File: src/rtl/periph_pkg.sv
// Peripheral subsystem package
// Bus, timer and UART types, register offsets and the APB address map
// shared by the decoder and the timer and UART blocks

package periph_pkg;

	// ------------------------------------------------------------
	// Types

	typedef logic [15:0] apb_addr_t;
	typedef logic [31:0] apb_data_t;
	typedef logic [63:0] mtime_t;
	typedef logic [7:0]  uart_byte_t;
	typedef logic [15:0] clkdiv_t;

	typedef enum logic [1:0] {
		uart_idle,
		uart_start,
		uart_data,
		uart_stop
	} uart_state_t;

	// ------------------------------------------------------------
	// Address map, target chosen by paddr[15:14]

	localparam logic [1:0] sel_timer = 2'd0;
	localparam logic [1:0] sel_uart  = 2'd1;

	// Timer registers
	localparam apb_addr_t timer_ctrl      = 16'h0000;
	localparam apb_addr_t timer_mtime     = 16'h0008;
	localparam apb_addr_t timer_mtimeh    = 16'h000c;
	localparam apb_addr_t timer_mtimecmp  = 16'h0010;
	localparam apb_addr_t timer_mtimecmph = 16'h0014;
	localparam int        ctrl_enable_bit = 0;
	localparam mtime_t    mtimecmp_reset  = '1;

	// UART registers
	localparam apb_addr_t uart_txdata     = 16'h0000;
	localparam apb_addr_t uart_status     = 16'h0004;
	localparam apb_addr_t uart_clkdiv     = 16'h0008;
	localparam int        status_busy_bit = 0;
	localparam clkdiv_t   clkdiv_reset    = 16'd16;

endpackage

File: src/rtl/apb_decode.sv
// APB address decoder
// Routes psel to the timer or the UART from paddr[15:14], muxes read data
// back and flags accesses to the unmapped half of the map

`timescale 1ns/1ns

module apb_decode (
	input  logic                  psel,
	input  logic                  penable,
	input  periph_pkg::apb_addr_t paddr,
	input  periph_pkg::apb_data_t timer_prdata,
	input  periph_pkg::apb_data_t uart_prdata,
	output logic                  timer_sel,
	output logic                  uart_sel,
	output periph_pkg::apb_data_t prdata,
	output logic                  pslverr
);

	logic [1:0] target;
	logic       mapped;

	assign target = paddr[15:14];

	assign mapped = (target == periph_pkg::sel_timer) ||
		(target == periph_pkg::sel_uart);

	assign timer_sel = psel && (target == periph_pkg::sel_timer);
	assign uart_sel  = psel && (target == periph_pkg::sel_uart);

	// Error only in the access phase, never in setup
	assign pslverr = psel && penable && !mapped;

	// Unmapped targets read as zero
	always_comb begin
		case (target)
			periph_pkg::sel_timer: prdata = timer_prdata;
			periph_pkg::sel_uart:  prdata = uart_prdata;
			default:               prdata = '0;
		endcase
	end

endmodule

File: src/rtl/tick_divider.sv
// Microsecond tick divider
// Emits a one-cycle tick every CLK_MHZ clocks, first one CLK_MHZ clocks
// after reset

`timescale 1ns/1ns

module tick_divider #(
	parameter int CLK_MHZ = 12
) (
	input  logic clk,
	input  logic rst_n,
	output logic tick
);

	localparam int               cnt_w  = $clog2(CLK_MHZ);
	localparam logic [cnt_w-1:0] reload = cnt_w'(CLK_MHZ - 1);

	logic [cnt_w-1:0] count;

	// Down-counter, tick registered on the cycle it wraps
	always_ff @(posedge clk or negedge rst_n) begin
		if (!rst_n) begin
			count <= reload;
			tick  <= 1'b0;
		end else begin
			if (|count) begin
				count <= count - 1'b1;
			end else begin
				count <= reload;
			end
			tick <= ~|count;
		end
	end

endmodule

File: src/rtl/mtimer.sv
// RISC-V style machine timer
// 64-bit mtime advanced by the microsecond tick while enabled and not
// halted, 64-bit mtimecmp, registered timer interrupt when mtime
// reaches mtimecmp. Word halves are written independently.

`timescale 1ns/1ns

module mtimer (
	input  logic                  clk,
	input  logic                  rst_n,
	input  logic                  sel,
	input  logic                  penable,
	input  logic                  pwrite,
	input  logic                  tick,
	input  logic                  halt,
	input  periph_pkg::apb_addr_t offset,
	input  periph_pkg::apb_data_t pwdata,
	output periph_pkg::apb_data_t prdata,
	output logic                  timer_irq
);

	logic               wr_en;
	logic               ctrl_en;
	periph_pkg::mtime_t mtime;
	periph_pkg::mtime_t mtimecmp;

	// Writes land at the end of the access phase
	assign wr_en = sel && penable && pwrite;

	// ------------------------------------------------------------
	// Registers

	always_ff @(posedge clk or negedge rst_n) begin
		if (!rst_n) begin
			ctrl_en <= 1'b0;
		end else if (wr_en && offset == periph_pkg::timer_ctrl) begin
			ctrl_en <= pwdata[periph_pkg::ctrl_enable_bit];
		end
	end

	// A write to either half wins over the tick in the same cycle
	always_ff @(posedge clk or negedge rst_n) begin
		if (!rst_n) begin
			mtime <= '0;
		end else if (wr_en && offset == periph_pkg::timer_mtime) begin
			mtime[31:0] <= pwdata;
		end else if (wr_en && offset == periph_pkg::timer_mtimeh) begin
			mtime[63:32] <= pwdata;
		end else if (tick && ctrl_en && !halt) begin
			mtime <= mtime + 1'b1;
		end
	end

	always_ff @(posedge clk or negedge rst_n) begin
		if (!rst_n) begin
			mtimecmp <= periph_pkg::mtimecmp_reset;
		end else if (wr_en && offset == periph_pkg::timer_mtimecmp) begin
			mtimecmp[31:0] <= pwdata;
		end else if (wr_en && offset == periph_pkg::timer_mtimecmph) begin
			mtimecmp[63:32] <= pwdata;
		end
	end

	// Compare is one cycle behind the count
	always_ff @(posedge clk or negedge rst_n) begin
		if (!rst_n) begin
			timer_irq <= 1'b0;
		end else begin
			timer_irq <= (mtime >= mtimecmp);
		end
	end

	// ------------------------------------------------------------
	// Read mux

	always_comb begin
		prdata = '0;
		case (offset)
			periph_pkg::timer_ctrl:      prdata[periph_pkg::ctrl_enable_bit] = ctrl_en;
			periph_pkg::timer_mtime:     prdata = mtime[31:0];
			periph_pkg::timer_mtimeh:    prdata = mtime[63:32];
			periph_pkg::timer_mtimecmp:  prdata = mtimecmp[31:0];
			periph_pkg::timer_mtimecmph: prdata = mtimecmp[63:32];
			default:                     prdata = '0;
		endcase
	end

endmodule

File: src/rtl/uart_regs.sv
// UART register file
// Transmit data, busy status and the clocks-per-bit divider. A txdata
// write while idle latches the byte and pulses tx_start for one cycle.

`timescale 1ns/1ns

module uart_regs (
	input  logic                   clk,
	input  logic                   rst_n,
	input  logic                   sel,
	input  logic                   penable,
	input  logic                   pwrite,
	input  logic                   busy,
	input  periph_pkg::apb_addr_t  offset,
	input  periph_pkg::apb_data_t  pwdata,
	output periph_pkg::apb_data_t  prdata,
	output logic                   tx_start,
	output periph_pkg::uart_byte_t tx_byte,
	output periph_pkg::clkdiv_t    clkdiv
);

	logic wr_en;
	logic tx_accept;

	assign wr_en = sel && penable && pwrite;

	// Data written while a frame is pending or in flight is dropped
	assign tx_accept = wr_en && (offset == periph_pkg::uart_txdata) && !busy && !tx_start;

	always_ff @(posedge clk or negedge rst_n) begin
		if (!rst_n) begin
			tx_start <= 1'b0;
			clkdiv   <= periph_pkg::clkdiv_reset;
		end else begin
			tx_start <= tx_accept;
			if (wr_en && offset == periph_pkg::uart_clkdiv) begin
				clkdiv <= pwdata[15:0];
			end
		end
	end

	always_ff @(posedge clk) begin
		if (tx_accept) begin
			tx_byte <= pwdata[7:0];
		end
	end

	// txdata is write-only and reads zero
	always_comb begin
		prdata = '0;
		case (offset)
			periph_pkg::uart_status: prdata[periph_pkg::status_busy_bit] = busy;
			periph_pkg::uart_clkdiv: prdata = {16'h0000, clkdiv};
			default:                 prdata = '0;
		endcase
	end

endmodule

File: src/rtl/uart_tx_fsm.sv
// UART transmitter
// Sends one byte as 8N1, LSB first, each bit clkdiv clocks long.
// The divider is captured at start so a frame in flight keeps its rate.

`timescale 1ns/1ns

module uart_tx_fsm (
	input  logic                   clk,
	input  logic                   rst_n,
	input  logic                   tx_start,
	input  periph_pkg::uart_byte_t tx_byte,
	input  periph_pkg::clkdiv_t    clkdiv,
	output logic                   tx,
	output logic                   busy
);

	periph_pkg::uart_state_t state;
	periph_pkg::uart_byte_t  shift;
	periph_pkg::clkdiv_t     div_q;
	periph_pkg::clkdiv_t     start_div;
	periph_pkg::clkdiv_t     bit_cnt;
	logic [2:0]              bit_idx;
	logic                    bit_done;

	// Zero divider behaves as one clock per bit
	assign start_div = (clkdiv == '0) ? 16'd1 : clkdiv;
	assign bit_done  = (bit_cnt == '0);
	assign busy      = (state != periph_pkg::uart_idle);

	// ------------------------------------------------------------
	// Frame sequencing

	always_ff @(posedge clk or negedge rst_n) begin
		if (!rst_n) begin
			state   <= periph_pkg::uart_idle;
			tx      <= 1'b1;
			bit_cnt <= '0;
			bit_idx <= '0;
		end else begin
			case (state)
				periph_pkg::uart_idle: begin
					if (tx_start) begin
						state   <= periph_pkg::uart_start;
						tx      <= 1'b0;
						bit_cnt <= start_div - 1'b1;
						bit_idx <= '0;
					end
				end
				periph_pkg::uart_start: begin
					if (bit_done) begin
						state   <= periph_pkg::uart_data;
						tx      <= shift[0];
						bit_cnt <= div_q - 1'b1;
					end else begin
						bit_cnt <= bit_cnt - 1'b1;
					end
				end
				periph_pkg::uart_data: begin
					if (bit_done) begin
						bit_cnt <= div_q - 1'b1;
						if (bit_idx == 3'd7) begin
							state <= periph_pkg::uart_stop;
							tx    <= 1'b1;
						end else begin
							bit_idx <= bit_idx + 1'b1;
							tx      <= shift[1];
						end
					end else begin
						bit_cnt <= bit_cnt - 1'b1;
					end
				end
				periph_pkg::uart_stop: begin
					// tx already high, line stays idle afterwards
					if (bit_done) begin
						state <= periph_pkg::uart_idle;
					end else begin
						bit_cnt <= bit_cnt - 1'b1;
					end
				end
				default: state <= periph_pkg::uart_idle;
			endcase
		end
	end

	// Byte and divider captured at frame start
	always_ff @(posedge clk) begin
		if (state == periph_pkg::uart_idle && tx_start) begin
			shift <= tx_byte;
			div_q <= start_div;
		end else if (state == periph_pkg::uart_data && bit_done) begin
			shift <= shift >> 1;
		end
	end

endmodule

File: src/rtl/periph_subsys.sv
// APB peripheral subsystem
// An outside APB master reaches a machine timer and a transmit-only UART
// through a combinational address decoder. A microsecond tick divider
// provides the timer timebase. Zero wait states, pready always high.

`timescale 1ns/1ns

module periph_subsys #(
	parameter int CLK_MHZ = 12
) (
	input  logic                 clk,
	input  logic                 rst_n,

	// APB slave
	input  logic                 psel,
	input  logic                 penable,
	input  logic                 pwrite,
	input  periph_pkg::apb_addr_t paddr,
	input  periph_pkg::apb_data_t pwdata,
	output periph_pkg::apb_data_t prdata,
	output logic                 pready,
	output logic                 pslverr,

	// Timer
	input  logic                 halt,
	output logic                 timer_irq,

	// UART
	output logic                 tx
);

	logic                   timer_sel;
	logic                   uart_sel;
	periph_pkg::apb_addr_t  target_offset;
	periph_pkg::apb_data_t  timer_prdata;
	periph_pkg::apb_data_t  uart_prdata;
	logic                   tick;
	logic                   busy;
	logic                   tx_start;
	periph_pkg::uart_byte_t tx_byte;
	periph_pkg::clkdiv_t    clkdiv;

	// No wait states on any target
	assign pready = 1'b1;

	// Targets see the offset inside their 16 kB window
	assign target_offset = {2'b00, paddr[13:0]};

	// ------------------------------------------------------------
	// Bus decode

	apb_decode u_decode (
		.psel         (psel),
		.penable      (penable),
		.paddr        (paddr),
		.timer_prdata (timer_prdata),
		.uart_prdata  (uart_prdata),
		.timer_sel    (timer_sel),
		.uart_sel     (uart_sel),
		.prdata       (prdata),
		.pslverr      (pslverr)
	);

	// ------------------------------------------------------------
	// Timer and its timebase

	tick_divider #(
		.CLK_MHZ (CLK_MHZ)
	) u_tick (
		.clk   (clk),
		.rst_n (rst_n),
		.tick  (tick)
	);

	mtimer u_timer (
		.clk       (clk),
		.rst_n     (rst_n),
		.sel       (timer_sel),
		.penable   (penable),
		.pwrite    (pwrite),
		.tick      (tick),
		.halt      (halt),
		.offset    (target_offset),
		.pwdata    (pwdata),
		.prdata    (timer_prdata),
		.timer_irq (timer_irq)
	);

	// ------------------------------------------------------------
	// UART

	uart_regs u_uart_regs (
		.clk      (clk),
		.rst_n    (rst_n),
		.sel      (uart_sel),
		.penable  (penable),
		.pwrite   (pwrite),
		.busy     (busy),
		.offset   (target_offset),
		.pwdata   (pwdata),
		.prdata   (uart_prdata),
		.tx_start (tx_start),
		.tx_byte  (tx_byte),
		.clkdiv   (clkdiv)
	);

	uart_tx_fsm u_uart_tx (
		.clk      (clk),
		.rst_n    (rst_n),
		.tx_start (tx_start),
		.tx_byte  (tx_byte),
		.clkdiv   (clkdiv),
		.tx       (tx),
		.busy     (busy)
	);

endmodule

File: config.mk
export PLATFORM = sky130hd
export DESIGN_NAME = periph_subsys
export DESIGN_NICKNAME = d
export VERILOG_FILES = /design/src/rtl/periph_pkg.sv /design/src/rtl/apb_decode.sv /design/src/rtl/tick_divider.sv /design/src/rtl/mtimer.sv /design/src/rtl/uart_regs.sv /design/src/rtl/uart_tx_fsm.sv /design/src/rtl/periph_subsys.sv
export SDC_FILE = /design/constraint.sdc
export NUM_CORES = 1
export LEC_CHECK = 0
export ABC_AREA = 1
export ABC_CLOCK_PERIOD_IN_PS = 3600
export BUFFER_PORTS_ARGS = -buffer_cell sky130_fd_sc_hd__buf_2
export CORE_UTILIZATION = 41
export CTS_BUF_LIST = sky130_fd_sc_hd__clkbuf_8
export CTS_CLUSTER_SIZE = 28
export DETAILED_ROUTE_END_ITERATION = 12
export SLEW_MARGIN = 30
export SYNTH_ARGS = -nofsm -noshare
export SYNTH_HDL_FRONTEND = slang
export SYNTH_SLANG_ARGS = --single-unit
File: constraint.sdc
create_clock -name clk -period 3.6 [get_ports clk]
set_clock_uncertainty 0.05 [all_clocks]
set_input_delay 1.08 -clock clk [delete_from_list [all_inputs] [get_ports clk]]
set_output_delay 1.08 -clock clk [all_outputs]
set_load 0.02 [all_outputs]
# Word level (Yosys, flattened, before mapping)
# Cells that the tools add are included.
# classes
addsub,6
mul,0
n_div,0
n_lt_le_gt_ge,1
eq_ne,18
shifts,0
n_mux,32
n_bitwise,2
reduce_logical,47
# op_table
cell,count
one-hot mux 31 bit (4 select lines),1
two-way mux 32 bit,3
adder 64 x 1 -> 64 bit (second input constant),1
greater-or-equal comparator 64 bit,1
two-way mux 16 bit,4
two-way mux 64 bit,1
one-hot mux 32 bit (2 select lines),1
logical NOT 16 bit,3
one-hot mux 16 bit (3 select lines),1
subtractor 16 x 1 -> 16 bit (second input constant),3
== test 14 x 4 -> 1 bit (second input constant),2
== test 14 x 5 -> 1 bit (second input constant),2
logical AND 1 bit,21
two-way mux 8 bit,2
two-way mux 15 bit,1
== test 14 x 3 -> 1 bit (second input constant),1
two-way mux 2 bit,5
!= test 2 x 1 -> 1 bit (second input constant),5
nonzero test 2 bit,5
two-way mux 3 bit,3
one-hot mux 2 bit (4 select lines),1
AND reduction 2 bit,4
AND reduction 4 bit,2
!= test 2 bit (second input constant),3
19 further kinds,30
# word_totals
register_bits,206
latch_bits,0
ramBits,0
rom_bits,0
in_bits,54
out_inout_bits,36
wordCells,123
n_memories,0

# Longest topological paths before layout
# logic_depth
depth_word,7
mapped_depth,16
ltp_nobuf,15

# Cells and area by module
# A second synthesis with hierarchy kept.
# unflattened
hier_cells,2349
area_unflattened_um2,15945.3
# modules_own_cells
module,instances,cells_per_inst,area_each_um2,seq_area_each_um2
mtimer,1,1521,10169.8,3333.2
uart_tx_fsm,1,535,3671.0,1272.5
uart_regs,1,154,1341.3,666.9
apb_decode,1,114,533.0,0.0
tick_divider,1,22,215.2,128.9
periph_subsys,1,3,15.0,0.0

# Worst setup path after synthesis
# OpenSTA, ideal clock, no wires.
# synth_path
kind,input to output
startpoint,input port paddr[13]
endpoint,output port prdata[21]
arrival_ns,2.532
required_ns,2.470
path_slack_ns,-0.062
path_stages,7
n_path_buf,1
path_cell_list,or2_4 -> nor3_4 -> nand3_2 -> nand4_2 -> nand2_4 -> buf_2 -> a21oi_1
# synth_between
elab_chain_len,3
elab_cells_between_ends,6
cone_classes,eq/ne: 4; mux: 2
# synth_rtl
element,line,text
"start, declared",periph_subsys.sv:18,"input periph_pkg::apb_addr_t paddr,"
== test 14 x 5 -> 1 bit / == test 14 x 4 -> 1 bit (equally long branches),mtimer.sv:78,case (offset)
one-hot mux 31 bit (4 select lines) *,mtimer.sv:78,
one-hot mux 32 bit (2 select lines) *,apb_decode.sv:35,case (target)
"end, declared",periph_subsys.sv:20,"output periph_pkg::apb_data_t prdata,"
# Mark *: on every way between the ends. The rest lies on a longest branch, timed or not.

# Final worst setup path
# layout_path
startpoint,input port paddr[13]
endpoint,output port prdata[7]
# layout_between
elab_chain_len,3
elab_cells_between_ends,7
cone_classes,eq/ne: 4; mux: 3
# layout_rtl
element,line
== test 14 x 5 -> 1 bit (tied with other cells),mtimer.sv:78
one-hot mux 31 bit (4 select lines) / two-way mux 15 bit (equally long branches),"mtimer.sv:78, uart_regs.sv:51"
one-hot mux 32 bit (2 select lines) *,apb_decode.sv:35
# Marks and branches as above.

==> reports/metrics.cfg <==
[run_status]
status = finished with violations
failed_checks = negative setup slack

[synth]
synth.cell_area_mm2 = 0.0146
synthTopCellsByCount = 633 x nand2_1, 239 x inv_1, 204 x nor2_1, 133 x o21ai_0, 124 x a21oi_1
synth_edf_count = 32
synth_area_leaders = dfrtp_1 18%, nand2_1 16%, dfstp_2 12%
async_flop_share_pct = 84.5
synthCells = 2088
yosysTopAreaCell = dfrtp_1
synth_area_per_cell_um2 = 6.97
synthFlopType = dfrtp_1
ys_ff_latch = 206
yosysWarnings = 0
post-synth-top-count-cell = nand2_1
synth_top_area_share_pct = 18.1
ys_seq_area_share_pct = 37.1
synth_nets = 2220
synth_cell_types = 46

[sta]
slew_violations = 0
grt_setup_unrepaired = yes
setup_tns_ns = -2.10
worst_pin_slew_ns = 0.892
fmax_ghz = 0.271
setup_viol = 32
final.setup.worst_slack_ns = -0.0904
fin_crit_sh_pct = 103
hold_ws_ns = 0.403
relSlewSlack_pct = 40.4
period_needed_ns = 3.69
hold_viol = 0

[place]
globalplace.congestion = 0.949
place_area_mm2 = 0.0157
dp.cells = 2597
dp_hpwl_um = 38200
io_buffers = 88

[min_path]
worstHoldStart = u_tick.count[0]$_DFF_PN1_
hold_path.class = reg -> reg

[clock_tree]
clk_path_buf_depth = 3
cts-root-buf = clkbuf_8
h-tree-depth = 2
cts_sinks = 206
path_clk_slew_ns = 0.06
cts_buffers = 40
clkLatencyLatePin_ns = 0.61
cts_tree = yes

[routing]
vias = 14351
vias_per_cell = 5.36
drt-initial-drc-count = 946
routed_wirelength_um = 50500
drtAntennaViolNets = 0
wl_per_cell_um = 18.9
drtPass1Iterations = 6
drc = 0

[grt]
track_usage_pct = 28.6
overflow = 0
grt_pass1_wl_um = 79900
grt_pass1_vias = 14188
antenna_found_initial = 0
grt_max_degree = 70

[setup_path]
critPathLaunchType = input pin
critical_path_class = in -> out
r2r_setup_slack_ns = 1.04
reg2regPathDepth = 13
critical_path_arrival_ns = 2.56
crit_fanout = 15
crit_required_ns = 2.47
r2r-start = u_uart_regs.clkdiv[9]$_DFFE_PN0P_
startpoint = paddr[13]
end_kind = output pin
cp-endpoint = prdata[7]
r2r_end = u_uart_tx.bit_cnt[14]$_DFFE_PN0P_

[layout]
fillCellCount = 3606
num_antenna_cells = 0
layout-drive-gt1-share_pct = 14.5
final_cells = 2675
seq_area_mm2 = 0.00540
area_growth_pct = 15.1
multi_input_area_mm2 = 0.00799
fin_nets = 2321
final_area_mm2 = 0.0168

[power_and_ir_drop]
leakagePower_nw = 7.58
power.density_mw_per_mm2 = 399
ir_worst_vdd_mv = 0.420

[run]
cap_violations = 0

[floorplan]
die_area_mm2 = 0.0363
die_width_um = 190
start_util_pct = 41.9
fp.dieH_um = 190
rows = 68
fp.coreArea_mm2 = 0.0347
ios = 90

==> metal layers <==
metal / track usage, % / routed length (µm) / share of wire (%)
met5: 0 / 0 / 0
met3: 3.57 / 2390 / 4.7
met1: 36.2 / 22000 / 43
met2: 48.1 / 23900 / 47
met4: 13.9 / 2200 / 4.4
==> area by class of cell <==
class,instances,area share [%]
multi-input cells,1557,47.7
flip-flops and latches,206,32.2
repair buffers,137,6.31
inverters,247,5.56
clock buffers,50,4.11
well taps,455,3.40
clock inverters,23,0.739
==> metrics by stage <==
stage	power, mW	util [%]	worst slack [ns]
global route	7.08	48.3	-0.185
CTS	6.75	48.1	-0.0288
finish	6.69	48.3	-0.0904
floorplan	3.75	-	-0.0619
global placement	4.23	45.1	-0.105
detailed placement	4.25	45.1	-0.199
==> how the worst min path moves through the flow <==
stage / end / cells after the start
global placement: u_tick.count[0]$_DFF_PN1_ / 1
global route: u_tick.count[0]$_DFF_PN1_ / 1
floorplan: u_tick.count[0]$_DFF_PN1_ / 1
finish: u_tick.count[0]$_DFF_PN1_ / 1
CTS: u_tick.count[0]$_DFF_PN1_ / 1
detailed placement: u_tick.count[0]$_DFF_PN1_ / 1
==> report_power, final <==
group	switching, mW	internal [mW]
sequential	0.176	2.50
clock	1.13	1.32
combinational	1.04	0.522
==> kinds of logic after synthesis <==
logic type	synth area share (%)
DFF	37.1
and+or+nand+nor	31.2
AOI/OAI and AO/OA	13.5
xor gates and xnor gates	2.77
buffers and inverters	8.68
adders and majority gates	6.70
other	0.0258
==> critical path, cell delays in order <==
cell and delay [ns]:
buf_2 0.10, or2_4 0.27, nor3_4 0.24, nand3_2 0.17
nand4_2 0.14, nand2_4 0.07, inv_2 0.08, buf_12 0.13
nand2_1 0.07, nand2_2 0.09, buf_6 0.12
==> cell usage in the layout (no fill, tap or decap), drive strengths merged, types with 2 or more instances in the layout <==
master	n
nor3	39
ha	78
nor4	2
clkbuf	50
dfstp	69
o21ai	147
a22oi	3
o211ai	29
inv	261
nor2	216
xor2	32
nand4	49
edfxtp	32
nand3	123
or2	7
xnor2	14
o221ai	12
o21bai	4
buf	137
nand3b	4
dfrtp	105
nand2	635
clkinv	8
o22ai	34
a21oi	124
==> registers in the layout (all words and copies together), names as in the netlist, 2 cells and up <==
signal and cells:
u_tick.count 4, u_timer.mtimecmp 64, u_uart_tx.bit_idx 3, u_uart_regs.clkdiv 16, u_uart_tx.div_q 16, u_uart_tx.bit_cnt 16, u_uart_tx.state 2, u_uart_regs.tx_byte 8
u_uart_tx.shift 8, u_timer.mtime 64
==> what timing repair did <==
item,in CTS,in global routing
resized for setup,62,19
setup buffers,3,2
setup endpoints to repair,32,32
hold endpoints to repair,0,0
pin swaps,5,3
hold buffers,0,0
Note: power is estimated with default switching activity, not from simulation.
